==> config.mk <==
export PLATFORM = sky130hd
export DESIGN_NAME = axi_isolate
export DESIGN_NICKNAME = d
export VERILOG_FILES = /design/src/axi_iso_pkg.sv /design/src/axi_isolate.sv /design/src/pending_counter.sv /design/src/read_isolator.sv /design/src/write_isolator.sv
export VERILOG_INCLUDE_DIRS = /design/src /design/src/src
export SDC_FILE = /design/constraint.sdc
export NUM_CORES = 1
export LEC_CHECK = 0
export BUFFER_PORTS_ARGS = -buffer_cell sky130_fd_sc_hd__clkbuf_2
export CAP_MARGIN = 10
export CORE_AREA = 2 2 129 131
export CTS_CLUSTER_DIAMETER = 30
export DETAILED_ROUTE_END_ITERATION = 7
export DIE_AREA = 0 0 131 133
export GPL_TIMING_DRIVEN = 0
export MAX_ROUTING_LAYER = met4
export SLEW_MARGIN = 15
export SYNTH_ARGS = -nofsm -noshare
export SYNTH_HDL_FRONTEND = slang
export SYNTH_SLANG_ARGS = --single-unit
==> constraint.sdc <==
create_clock -name clk_i -period 3.98 [get_ports clk_i]
set_input_delay 0.796 -clock clk_i [delete_from_list [all_inputs] [get_ports clk_i]]
set_output_delay 0.796 -clock clk_i [all_outputs]
set_load 0.05 [all_outputs]
==> src/axi_iso_macros.svh <==
////////////////////
// Width, pending limit and counter width macros for the AXI isolator
////////////////////

`ifndef AXI_ISO_MACROS_SVH
`define AXI_ISO_MACROS_SVH

// Channel field widths
`define AXI_ISO_ID_W   4
`define AXI_ISO_ADDR_W 32
`define AXI_ISO_DATA_W 32
`define AXI_ISO_ATOP_W 6

// Atop bit that asks for a read response
`define AXI_ISO_ATOP_R_RESP 5

// Open transactions allowed per channel
`define AXI_ISO_NUM_PENDING 4

// Bits for 0 up to the limit, plus one spare bit for injected atomic counts
`define AXI_ISO_CNT_W ($clog2(`AXI_ISO_NUM_PENDING + 1) + 1)

`endif

==> src/axi_iso_pkg.sv <==
////////////////////
// Channel field types, counter type and isolation state enum
////////////////////

`default_nettype none

`include "axi_iso_macros.svh"

package axi_iso_pkg;

  // AXI channel fields that travel through the isolator
  typedef logic [`AXI_ISO_ID_W-1:0]   id_t;
  typedef logic [`AXI_ISO_ADDR_W-1:0] addr_t;
  typedef logic [`AXI_ISO_DATA_W-1:0] data_t;
  typedef logic [`AXI_ISO_ATOP_W-1:0] atop_t;
  typedef logic [1:0]                 resp_t;

  // Open transaction count
  typedef logic [`AXI_ISO_CNT_W-1:0] cnt_t;

  // Per-half address channel FSM
  typedef enum logic [1:0] {
    NORMAL,
    HOLD,
    DRAIN,
    ISOLATED
  } iso_state_e;

endpackage

`default_nettype wire

==> src/axi_isolate.sv <==
////////////////////
// AXI4 isolator top, write and read halves plus isolated_o
////////////////////

`timescale 1ns/1ps
`default_nettype none

module axi_isolate (
  input  logic                 clk_i,
  input  logic                 reset_i,
  input  logic                 isolate_i,
  output logic                 isolated_o,
  // Slave port, write
  input  logic                 slv_aw_valid_i,
  output logic                 slv_aw_ready_o,
  input  axi_iso_pkg::id_t     slv_aw_id_i,
  input  axi_iso_pkg::addr_t   slv_aw_addr_i,
  input  axi_iso_pkg::atop_t   slv_aw_atop_i,
  input  logic                 slv_w_valid_i,
  output logic                 slv_w_ready_o,
  input  axi_iso_pkg::data_t   slv_w_data_i,
  input  logic                 slv_w_last_i,
  output logic                 slv_b_valid_o,
  input  logic                 slv_b_ready_i,
  output axi_iso_pkg::id_t     slv_b_id_o,
  output axi_iso_pkg::resp_t   slv_b_resp_o,
  // Slave port, read
  input  logic                 slv_ar_valid_i,
  output logic                 slv_ar_ready_o,
  input  axi_iso_pkg::id_t     slv_ar_id_i,
  input  axi_iso_pkg::addr_t   slv_ar_addr_i,
  output logic                 slv_r_valid_o,
  input  logic                 slv_r_ready_i,
  output axi_iso_pkg::id_t     slv_r_id_o,
  output axi_iso_pkg::data_t   slv_r_data_o,
  output axi_iso_pkg::resp_t   slv_r_resp_o,
  output logic                 slv_r_last_o,
  // Master port, write
  output logic                 mst_aw_valid_o,
  input  logic                 mst_aw_ready_i,
  output axi_iso_pkg::id_t     mst_aw_id_o,
  output axi_iso_pkg::addr_t   mst_aw_addr_o,
  output axi_iso_pkg::atop_t   mst_aw_atop_o,
  output logic                 mst_w_valid_o,
  input  logic                 mst_w_ready_i,
  output axi_iso_pkg::data_t   mst_w_data_o,
  output logic                 mst_w_last_o,
  input  logic                 mst_b_valid_i,
  output logic                 mst_b_ready_o,
  input  axi_iso_pkg::id_t     mst_b_id_i,
  input  axi_iso_pkg::resp_t   mst_b_resp_i,
  // Master port, read
  output logic                 mst_ar_valid_o,
  input  logic                 mst_ar_ready_i,
  output axi_iso_pkg::id_t     mst_ar_id_o,
  output axi_iso_pkg::addr_t   mst_ar_addr_o,
  input  logic                 mst_r_valid_i,
  output logic                 mst_r_ready_o,
  input  axi_iso_pkg::id_t     mst_r_id_i,
  input  axi_iso_pkg::data_t   mst_r_data_i,
  input  axi_iso_pkg::resp_t   mst_r_resp_i,
  input  logic                 mst_r_last_i
);

  // Atomic read counts cross from the write half to the read half
  logic atop_inject;
  logic atop_block;
  logic wr_isolated;
  logic rd_isolated;

  ////////////////////
  // Halves
  ////////////////////

  // Channel ports match by name
  write_isolator write_isolator_i (
    .atop_block_i  ( atop_block  ),
    .atop_inject_o ( atop_inject ),
    .wr_isolated_o ( wr_isolated ),
    .*
  );

  read_isolator read_isolator_i (
    .atop_inject_i ( atop_inject ),
    .atop_block_o  ( atop_block  ),
    .rd_isolated_o ( rd_isolated ),
    .*
  );

  // Isolated only once both sides have drained
  assign isolated_o = wr_isolated && rd_isolated;

endmodule

`default_nettype wire

==> src/pending_counter.sv <==
////////////////////
// Up/down counter of open transactions with full and empty flags
////////////////////

`timescale 1ns/1ps
`default_nettype none

`include "axi_iso_macros.svh"

module pending_counter #(
  parameter int unsigned LIMIT = `AXI_ISO_NUM_PENDING
) (
  input  logic              clk_i,
  input  logic              reset_i,
  input  logic              inc_i,
  input  logic              inc_extra_i,
  input  logic              dec_i,
  output axi_iso_pkg::cnt_t count_o,
  output logic              full_o,
  output logic              empty_o
);

  axi_iso_pkg::cnt_t count_q;
  axi_iso_pkg::cnt_t count_d;

  // Both increments and the decrement may land in one cycle
  always_comb begin
    count_d = count_q
            + axi_iso_pkg::cnt_t'(inc_i)
            + axi_iso_pkg::cnt_t'(inc_extra_i)
            - axi_iso_pkg::cnt_t'(dec_i);
  end

  always_ff @(posedge clk_i) begin
    if (reset_i) begin
      count_q <= '0;
    end else begin
      count_q <= count_d;
    end
  end

  assign count_o = count_q;
  // Full once the limit is reached, injected counts may push past it
  assign full_o  = (count_q >= axi_iso_pkg::cnt_t'(LIMIT));
  assign empty_o = (count_q == '0);

endmodule

`default_nettype wire

==> src/read_isolator.sv <==
////////////////////
// Read half of the isolator
// AR FSM, R bookkeeping and injected atomic counts
////////////////////

`timescale 1ns/1ps
`default_nettype none

`include "axi_iso_macros.svh"

module read_isolator (
  input  logic                 clk_i,
  input  logic                 reset_i,
  input  logic                 isolate_i,
  // Slave side
  input  logic                 slv_ar_valid_i,
  output logic                 slv_ar_ready_o,
  input  axi_iso_pkg::id_t     slv_ar_id_i,
  input  axi_iso_pkg::addr_t   slv_ar_addr_i,
  output logic                 slv_r_valid_o,
  input  logic                 slv_r_ready_i,
  output axi_iso_pkg::id_t     slv_r_id_o,
  output axi_iso_pkg::data_t   slv_r_data_o,
  output axi_iso_pkg::resp_t   slv_r_resp_o,
  output logic                 slv_r_last_o,
  // Master side
  output logic                 mst_ar_valid_o,
  input  logic                 mst_ar_ready_i,
  output axi_iso_pkg::id_t     mst_ar_id_o,
  output axi_iso_pkg::addr_t   mst_ar_addr_o,
  input  logic                 mst_r_valid_i,
  output logic                 mst_r_ready_o,
  input  axi_iso_pkg::id_t     mst_r_id_i,
  input  axi_iso_pkg::data_t   mst_r_data_i,
  input  axi_iso_pkg::resp_t   mst_r_resp_i,
  input  logic                 mst_r_last_i,
  // Link to the write half
  input  logic                 atop_inject_i,
  output logic                 atop_block_o,
  output logic                 rd_isolated_o
);

  axi_iso_pkg::iso_state_e state_q;
  axi_iso_pkg::iso_state_e state_d;

  axi_iso_pkg::cnt_t ar_cnt;
  logic              ar_full;
  logic              ar_empty;
  logic              ar_accept;
  logic              r_last_done;

  // Same counting point as the write half
  assign ar_accept   = mst_ar_valid_o && (state_q == axi_iso_pkg::NORMAL);
  assign r_last_done = mst_r_valid_i && mst_r_ready_o && mst_r_last_i;

  // AR to R last, atomic writes add their R burst on the extra input
  pending_counter #(
    .LIMIT ( `AXI_ISO_NUM_PENDING )
  ) ar_counter_i (
    .clk_i       ( clk_i         ),
    .reset_i     ( reset_i       ),
    .inc_i       ( ar_accept     ),
    .inc_extra_i ( atop_inject_i ),
    .dec_i       ( r_last_done   ),
    .count_o     ( ar_cnt        ),
    .full_o      ( ar_full       ),
    .empty_o     ( ar_empty      )
  );

  // Spare counter bit leaves room up to twice the limit for atomics
  assign atop_block_o = (ar_cnt >= axi_iso_pkg::cnt_t'(2 * `AXI_ISO_NUM_PENDING));

  ////////////////////
  // AR and R channels
  ////////////////////

  always_comb begin
    state_d = state_q;
    mst_ar_valid_o = slv_ar_valid_i;
    mst_ar_id_o    = slv_ar_id_i;
    mst_ar_addr_o  = slv_ar_addr_i;
    slv_ar_ready_o = mst_ar_ready_i;
    slv_r_valid_o  = mst_r_valid_i;
    slv_r_id_o     = mst_r_id_i;
    slv_r_data_o   = mst_r_data_i;
    slv_r_resp_o   = mst_r_resp_i;
    slv_r_last_o   = mst_r_last_i;
    mst_r_ready_o  = slv_r_ready_i;

    unique case (state_q)
      axi_iso_pkg::NORMAL: begin
        if (ar_full) begin
          mst_ar_valid_o = 1'b0;
          slv_ar_ready_o = 1'b0;
          if (isolate_i) begin
            state_d = axi_iso_pkg::DRAIN;
          end
        end else if (slv_ar_valid_i && !mst_ar_ready_i) begin
          state_d = axi_iso_pkg::HOLD;
        end else if (isolate_i) begin
          state_d = axi_iso_pkg::DRAIN;
        end
      end
      axi_iso_pkg::HOLD: begin
        mst_ar_valid_o = 1'b1;
        if (mst_ar_ready_i) begin
          state_d = isolate_i ? axi_iso_pkg::DRAIN : axi_iso_pkg::NORMAL;
        end
      end
      axi_iso_pkg::DRAIN: begin
        mst_ar_valid_o = 1'b0;
        mst_ar_id_o    = '0;
        mst_ar_addr_o  = '0;
        slv_ar_ready_o = 1'b0;
        // Wait for every R last, injected ones included
        if (ar_empty) begin
          state_d = axi_iso_pkg::ISOLATED;
        end
      end
      axi_iso_pkg::ISOLATED: begin
        mst_ar_valid_o = 1'b0;
        mst_ar_id_o    = '0;
        mst_ar_addr_o  = '0;
        slv_ar_ready_o = 1'b0;
        slv_r_valid_o  = 1'b0;
        slv_r_id_o     = '0;
        slv_r_data_o   = '0;
        slv_r_resp_o   = '0;
        slv_r_last_o   = 1'b0;
        mst_r_ready_o  = 1'b0;
        if (!isolate_i) begin
          state_d = axi_iso_pkg::NORMAL;
        end
      end
      default: begin
        state_d = axi_iso_pkg::ISOLATED;
      end
    endcase
  end

  always_ff @(posedge clk_i) begin
    if (reset_i) begin
      state_q <= axi_iso_pkg::ISOLATED;
    end else begin
      state_q <= state_d;
    end
  end

  assign rd_isolated_o = (state_q == axi_iso_pkg::ISOLATED);

endmodule

`default_nettype wire

==> src/write_isolator.sv <==
////////////////////
// Write half of the isolator
// AW FSM, W gate, AW/B and AW/W-last bookkeeping, atomic read detection
////////////////////

`timescale 1ns/1ps
`default_nettype none

`include "axi_iso_macros.svh"

module write_isolator (
  input  logic                 clk_i,
  input  logic                 reset_i,
  input  logic                 isolate_i,
  // Slave side
  input  logic                 slv_aw_valid_i,
  output logic                 slv_aw_ready_o,
  input  axi_iso_pkg::id_t     slv_aw_id_i,
  input  axi_iso_pkg::addr_t   slv_aw_addr_i,
  input  axi_iso_pkg::atop_t   slv_aw_atop_i,
  input  logic                 slv_w_valid_i,
  output logic                 slv_w_ready_o,
  input  axi_iso_pkg::data_t   slv_w_data_i,
  input  logic                 slv_w_last_i,
  output logic                 slv_b_valid_o,
  input  logic                 slv_b_ready_i,
  output axi_iso_pkg::id_t     slv_b_id_o,
  output axi_iso_pkg::resp_t   slv_b_resp_o,
  // Master side
  output logic                 mst_aw_valid_o,
  input  logic                 mst_aw_ready_i,
  output axi_iso_pkg::id_t     mst_aw_id_o,
  output axi_iso_pkg::addr_t   mst_aw_addr_o,
  output axi_iso_pkg::atop_t   mst_aw_atop_o,
  output logic                 mst_w_valid_o,
  input  logic                 mst_w_ready_i,
  output axi_iso_pkg::data_t   mst_w_data_o,
  output logic                 mst_w_last_o,
  input  logic                 mst_b_valid_i,
  output logic                 mst_b_ready_o,
  input  axi_iso_pkg::id_t     mst_b_id_i,
  input  axi_iso_pkg::resp_t   mst_b_resp_i,
  // Link to the read half
  input  logic                 atop_block_i,
  output logic                 atop_inject_o,
  output logic                 wr_isolated_o
);

  axi_iso_pkg::iso_state_e state_q;
  axi_iso_pkg::iso_state_e state_d;

  axi_iso_pkg::cnt_t aw_cnt;
  axi_iso_pkg::cnt_t w_cnt;
  logic              aw_full;
  logic              w_full;
  logic              aw_accept;
  logic              w_last_done;
  logic              b_done;

  ////////////////////
  // Bookkeeping
  ////////////////////

  // Counted when first shown in NORMAL, HOLD keeps it up until ready
  assign aw_accept   = mst_aw_valid_o && (state_q == axi_iso_pkg::NORMAL);
  assign w_last_done = mst_w_valid_o && mst_w_ready_i && mst_w_last_o;
  assign b_done      = mst_b_valid_i && mst_b_ready_o;

  // Atomic with read response owes one R burst to the read half
  assign atop_inject_o = aw_accept && slv_aw_atop_i[`AXI_ISO_ATOP_R_RESP];

  // AW to B
  pending_counter #(
    .LIMIT ( `AXI_ISO_NUM_PENDING )
  ) aw_counter_i (
    .clk_i       ( clk_i     ),
    .reset_i     ( reset_i   ),
    .inc_i       ( aw_accept ),
    .inc_extra_i ( 1'b0      ),
    .dec_i       ( b_done    ),
    .count_o     ( aw_cnt    ),
    .full_o      ( aw_full   ),
    .empty_o     (           )
  );

  // AW to W last
  pending_counter #(
    .LIMIT ( `AXI_ISO_NUM_PENDING )
  ) w_counter_i (
    .clk_i       ( clk_i       ),
    .reset_i     ( reset_i     ),
    .inc_i       ( aw_accept   ),
    .inc_extra_i ( 1'b0        ),
    .dec_i       ( w_last_done ),
    .count_o     ( w_cnt       ),
    .full_o      ( w_full      ),
    .empty_o     (             )
  );

  ////////////////////
  // AW and B channels
  ////////////////////

  always_comb begin
    state_d = state_q;
    // Straight through by default
    mst_aw_valid_o = slv_aw_valid_i;
    mst_aw_id_o    = slv_aw_id_i;
    mst_aw_addr_o  = slv_aw_addr_i;
    mst_aw_atop_o  = slv_aw_atop_i;
    slv_aw_ready_o = mst_aw_ready_i;
    slv_b_valid_o  = mst_b_valid_i;
    slv_b_id_o     = mst_b_id_i;
    slv_b_resp_o   = mst_b_resp_i;
    mst_b_ready_o  = slv_b_ready_i;

    unique case (state_q)
      axi_iso_pkg::NORMAL: begin
        if (aw_full || w_full || atop_block_i) begin
          // Stall, no AW may open
          mst_aw_valid_o = 1'b0;
          slv_aw_ready_o = 1'b0;
          if (isolate_i) begin
            state_d = axi_iso_pkg::DRAIN;
          end
        end else if (slv_aw_valid_i && !mst_aw_ready_i) begin
          state_d = axi_iso_pkg::HOLD;
        end else if (isolate_i) begin
          state_d = axi_iso_pkg::DRAIN;
        end
      end
      axi_iso_pkg::HOLD: begin
        // Keep valid up even if the slave side drops it
        mst_aw_valid_o = 1'b1;
        if (mst_aw_ready_i) begin
          state_d = isolate_i ? axi_iso_pkg::DRAIN : axi_iso_pkg::NORMAL;
        end
      end
      axi_iso_pkg::DRAIN: begin
        mst_aw_valid_o = 1'b0;
        mst_aw_id_o    = '0;
        mst_aw_addr_o  = '0;
        mst_aw_atop_o  = '0;
        slv_aw_ready_o = 1'b0;
        // B still flows so open bursts can finish
        if ((aw_cnt == '0) && (w_cnt == '0)) begin
          state_d = axi_iso_pkg::ISOLATED;
        end
      end
      axi_iso_pkg::ISOLATED: begin
        mst_aw_valid_o = 1'b0;
        mst_aw_id_o    = '0;
        mst_aw_addr_o  = '0;
        mst_aw_atop_o  = '0;
        slv_aw_ready_o = 1'b0;
        slv_b_valid_o  = 1'b0;
        slv_b_id_o     = '0;
        slv_b_resp_o   = '0;
        mst_b_ready_o  = 1'b0;
        if (!isolate_i) begin
          state_d = axi_iso_pkg::NORMAL;
        end
      end
      default: begin
        state_d = axi_iso_pkg::ISOLATED;
      end
    endcase
  end

  ////////////////////
  // W channel gate
  ////////////////////

  // Cut while no burst is open, unless an AW opens one this cycle
  always_comb begin
    mst_w_valid_o = slv_w_valid_i;
    mst_w_data_o  = slv_w_data_i;
    mst_w_last_o  = slv_w_last_i;
    slv_w_ready_o = mst_w_ready_i;
    if ((w_cnt == '0) && !aw_accept) begin
      mst_w_valid_o = 1'b0;
      mst_w_data_o  = '0;
      mst_w_last_o  = 1'b0;
      slv_w_ready_o = 1'b0;
    end
  end

  // Comes up in ISOLATED after reset
  always_ff @(posedge clk_i) begin
    if (reset_i) begin
      state_q <= axi_iso_pkg::ISOLATED;
    end else begin
      state_q <= state_d;
    end
  end

  assign wr_isolated_o = (state_q == axi_iso_pkg::ISOLATED);

endmodule

`default_nettype wire

==> reports/results.txt <==
max-slew violations: 0
VDD IR max: 0.209 mV
async set-reset flop share out of synthesis: 0%
post-cts repair resize count: 0
total vias in the final route: 3121
TritonCTS clock tree: yes
Highest Clock Rate: 341 MHz
type of destination of the critical path: primary output
via count of the first global-routing pass: 2826
synthesis-to-finish area growth: 91.2%
cells traversed along the worst timing path: inv_1 > ha_1 > or3b_2 > a31oi_4 > buf_6 > nor2b_1 > clkbuf_2
instance area at placement: 0.00416 mm^2
leak pwr: 2.41 nW
arrival time reported for the critical path endpoint: 2130 ps
final count of negative-setup-slack endpoints: 0
Finished Core Util: 26.2%
count of state elements after synthesis: 16
effective utilization at floorplan: 13.7%
Initial DRT Pass Iterations: 4
overall fraction of global-route tracks in use: 10.9%
count of standard-cell rows: 47
final weighted congestion in routability-driven placement: 0.741
number of vias per cell: 3.62
CTS clk-pin slew, worst paths: 50 ps
area occupied by registers: 320 um^2
number of fill cells: 1785
first-pass GRT wire length: 14300 um
maximum buffer depth of the clock tree: 2
count of pins on the block boundary: 336
count of warnings emitted by yosys: 0
Placed Cells: 858
instance count of the mapped netlist: 304
leading post-synthesis cells by instance count: sky130_fd_sc_hd__nor2b_1, sky130_fd_sc_hd__and2_1, sky130_fd_sc_hd__inv_1, sky130_fd_sc_hd__dfxtp_1, sky130_fd_sc_hd__ha_1
final clock period utilization by the worst path: 73.6%
Post-Place Worst Slack: 962 ps
Slowest-stage cell, CP: sky130_fd_sc_hd__or3b_2
class of the most critical setup path: register to primary output
Rel. slew slack: 62.8%
run status: complete, no violations
Chip Width: 131 um
Post-Route WL: 10300 um
synthesized area: 0.00222 mm^2
initial drt markers: 55
die area: 0.0174 mm^2
mean instance size in the synthesized netlist: 7.29 um^2
most frequently used cell type in the post-synthesis netlist: sky130_fd_sc_hd__nor2b_1
startpoint types: register
Placeable Area: 0.0162 mm^2
Wirelength per Cell: 11.9 um
post-synth cell types: 34
antenna violations before repair: 0
CTS sink cnt: 16
layout cell share with drive strength beyond 1: 54.9%
Critical Path Fanout Max: 10
worst hold-check slack: 586 ps
number of nets in the final layout: 832
die height: 133 um
Synth top area share: 32.2%
Clock Skews: 1.84 ps
Top Family by Delay on Critical Path: simple AND/OR/NAND/NOR gates
largest net degree at the start of global routing: 11
GRT Residual Overflow: 0
Hold Path Class: register to register
cell chosen for the clock root: sky130_fd_sc_hd__clkbuf_16
count of nets left with antenna violations after detail routing: 0
PwrDens: 547 mW/mm^2
unrepaired setup endpoints after global routing: false
CTS buffer count: 3
data required time at the worst endpoint: 3180 ps
number of violations of the max-capacitance limit: 0
source-to-sink clock delay at the later pin of the worst-skew pair: 240 ps
Slowest Stage Delay on Critical Path: 500 ps
post-DP HPWL: 9290 um
Power, Total: 2.32 mW
most frequently used flop master after synthesis: sky130_fd_sc_hd__dfxtp_1
number of endpoints with negative hold slack in the final report: 0
post-route minimum period: 2930 ps
synthesized net count: 493
postcts setup bufs: 0
Area contributors post-synth: sky130_fd_sc_hd__nor2b_1, sky130_fd_sc_hd__dfxtp_1, sky130_fd_sc_hd__and2_1
setup ws final: 1050 ps
Post-synth EDFFs: 0
H-tree depth: 1
Setup TNS Final: 0 ps
Diodes inserted: 0
sequential element share of the synthesized area: 14.4%
non-filler instance count after layout: 861
area of combinational cells with multiple inputs: 0.00172 mm^2
library cell occupying the most area in the post-synthesis netlist: sky130_fd_sc_hd__nor2b_1
Worst Tran Pin Value: 558 ps
number of buffers inserted by port buffering: 334
DRC Markers: 0
total buffers and inverters traversed by the critical path: 3
final instance area: 0.00424 mm^2
Post-CTS Hold Buffers: 0
==> area by class of cell <==
type / instances / share of cell area, %
plain buffers: 18 / 2.13
repair buffers: 334 / 39.4
clock buffers: 3 / 1.77
inverters: 23 / 2.04
flip-flops and latches: 16 / 7.56
multi-input cells: 247 / 40.6
well taps: 220 / 6.49
==> state kept, by name (all words and copies together) (netlist names) <==
name and count:
read_isolator_i.ar_counter_i.count_o 4, write_isolator_i.aw_counter_i.count_o 4, write_isolator_i.w_counter_i.count_o 4, read_isolator_i.state_q 2
write_isolator_i.state_q 2
==> layout by cell type (no fill, tap or decap), drive strengths merged, types with 2 or more instances in the layout <==
cell type,synthesis,final
dfxtp,16,16
o21ai,2,2
xor2,2,2
nor2,14,14
a31oi,2,2
ha,16,16
inv,23,23
nor3,2,2
a21o,3,3
a21oi,6,6
nor2b,114,114
fa,4,4
and2b,6,6
buf,3,3
nand3,2,2
or3b,2,2
nand2b,2,2
and3,2,2
nand2,5,5
and2,49,49
clkbuf,15,352
mux2,3,3
==> worst paths after layout <==
kind              cells past startpoint                                     from  slack [ps]                                 endpoint
setup / recovery                      7  write_isolator_i.w_counter_i.count_o[2]        1050                         mst_w_data_o[22]
hold / removal                        3              write_isolator_i.state_q[1]         590              write_isolator_i.state_q[0]
setup reg to reg                     12  write_isolator_i.w_counter_i.count_o[2]        1090  write_isolator_i.w_counter_i.count_o[3]
hold reg to reg                       3              write_isolator_i.state_q[1]         590              write_isolator_i.state_q[0]
==> worst min-delay path: cells and delay by family (launching register included) <==
kind | cells | cell delay (ps)
flip-flops | 1 | 330
AO/OA/AOI/OAI | 2 | 140
AND/OR/NAND/NOR | 1 | 80
==> kinds of logic after synthesis <==
kind of cell	after synthesis	synth area share [%]
xor+xnor	3	1.19
simple gates	201	55.5
compound gates	20	6.77
buf+inv	41	7.96
fa+ha+maj	20	12.6
flops	16	14.4
mux	3	1.52
==> per-layer routing <==
| layer | vias to the layer above | track usage (%) | part of all wire (%) |
|---|---|---|---|
| li1 | 1617 | - | - |
| met1 | 1304 | 12.1 | 40 |
| met4 | 0 | 1.77 | 0.64 |
| met5 | - | - | 0 |
| met2 | 196 | 20.8 | 52 |
| met3 | 4 | 1.29 | 7.7 |
==> power by group <==
part           internal [mW]  total [mW]  switching (mW)
Combinational          0.510        1.91            1.40
Sequential             0.197       0.222          0.0250
Clock                  0.132       0.192          0.0599
No activity file was read; power rests on OpenSTA's default activity.
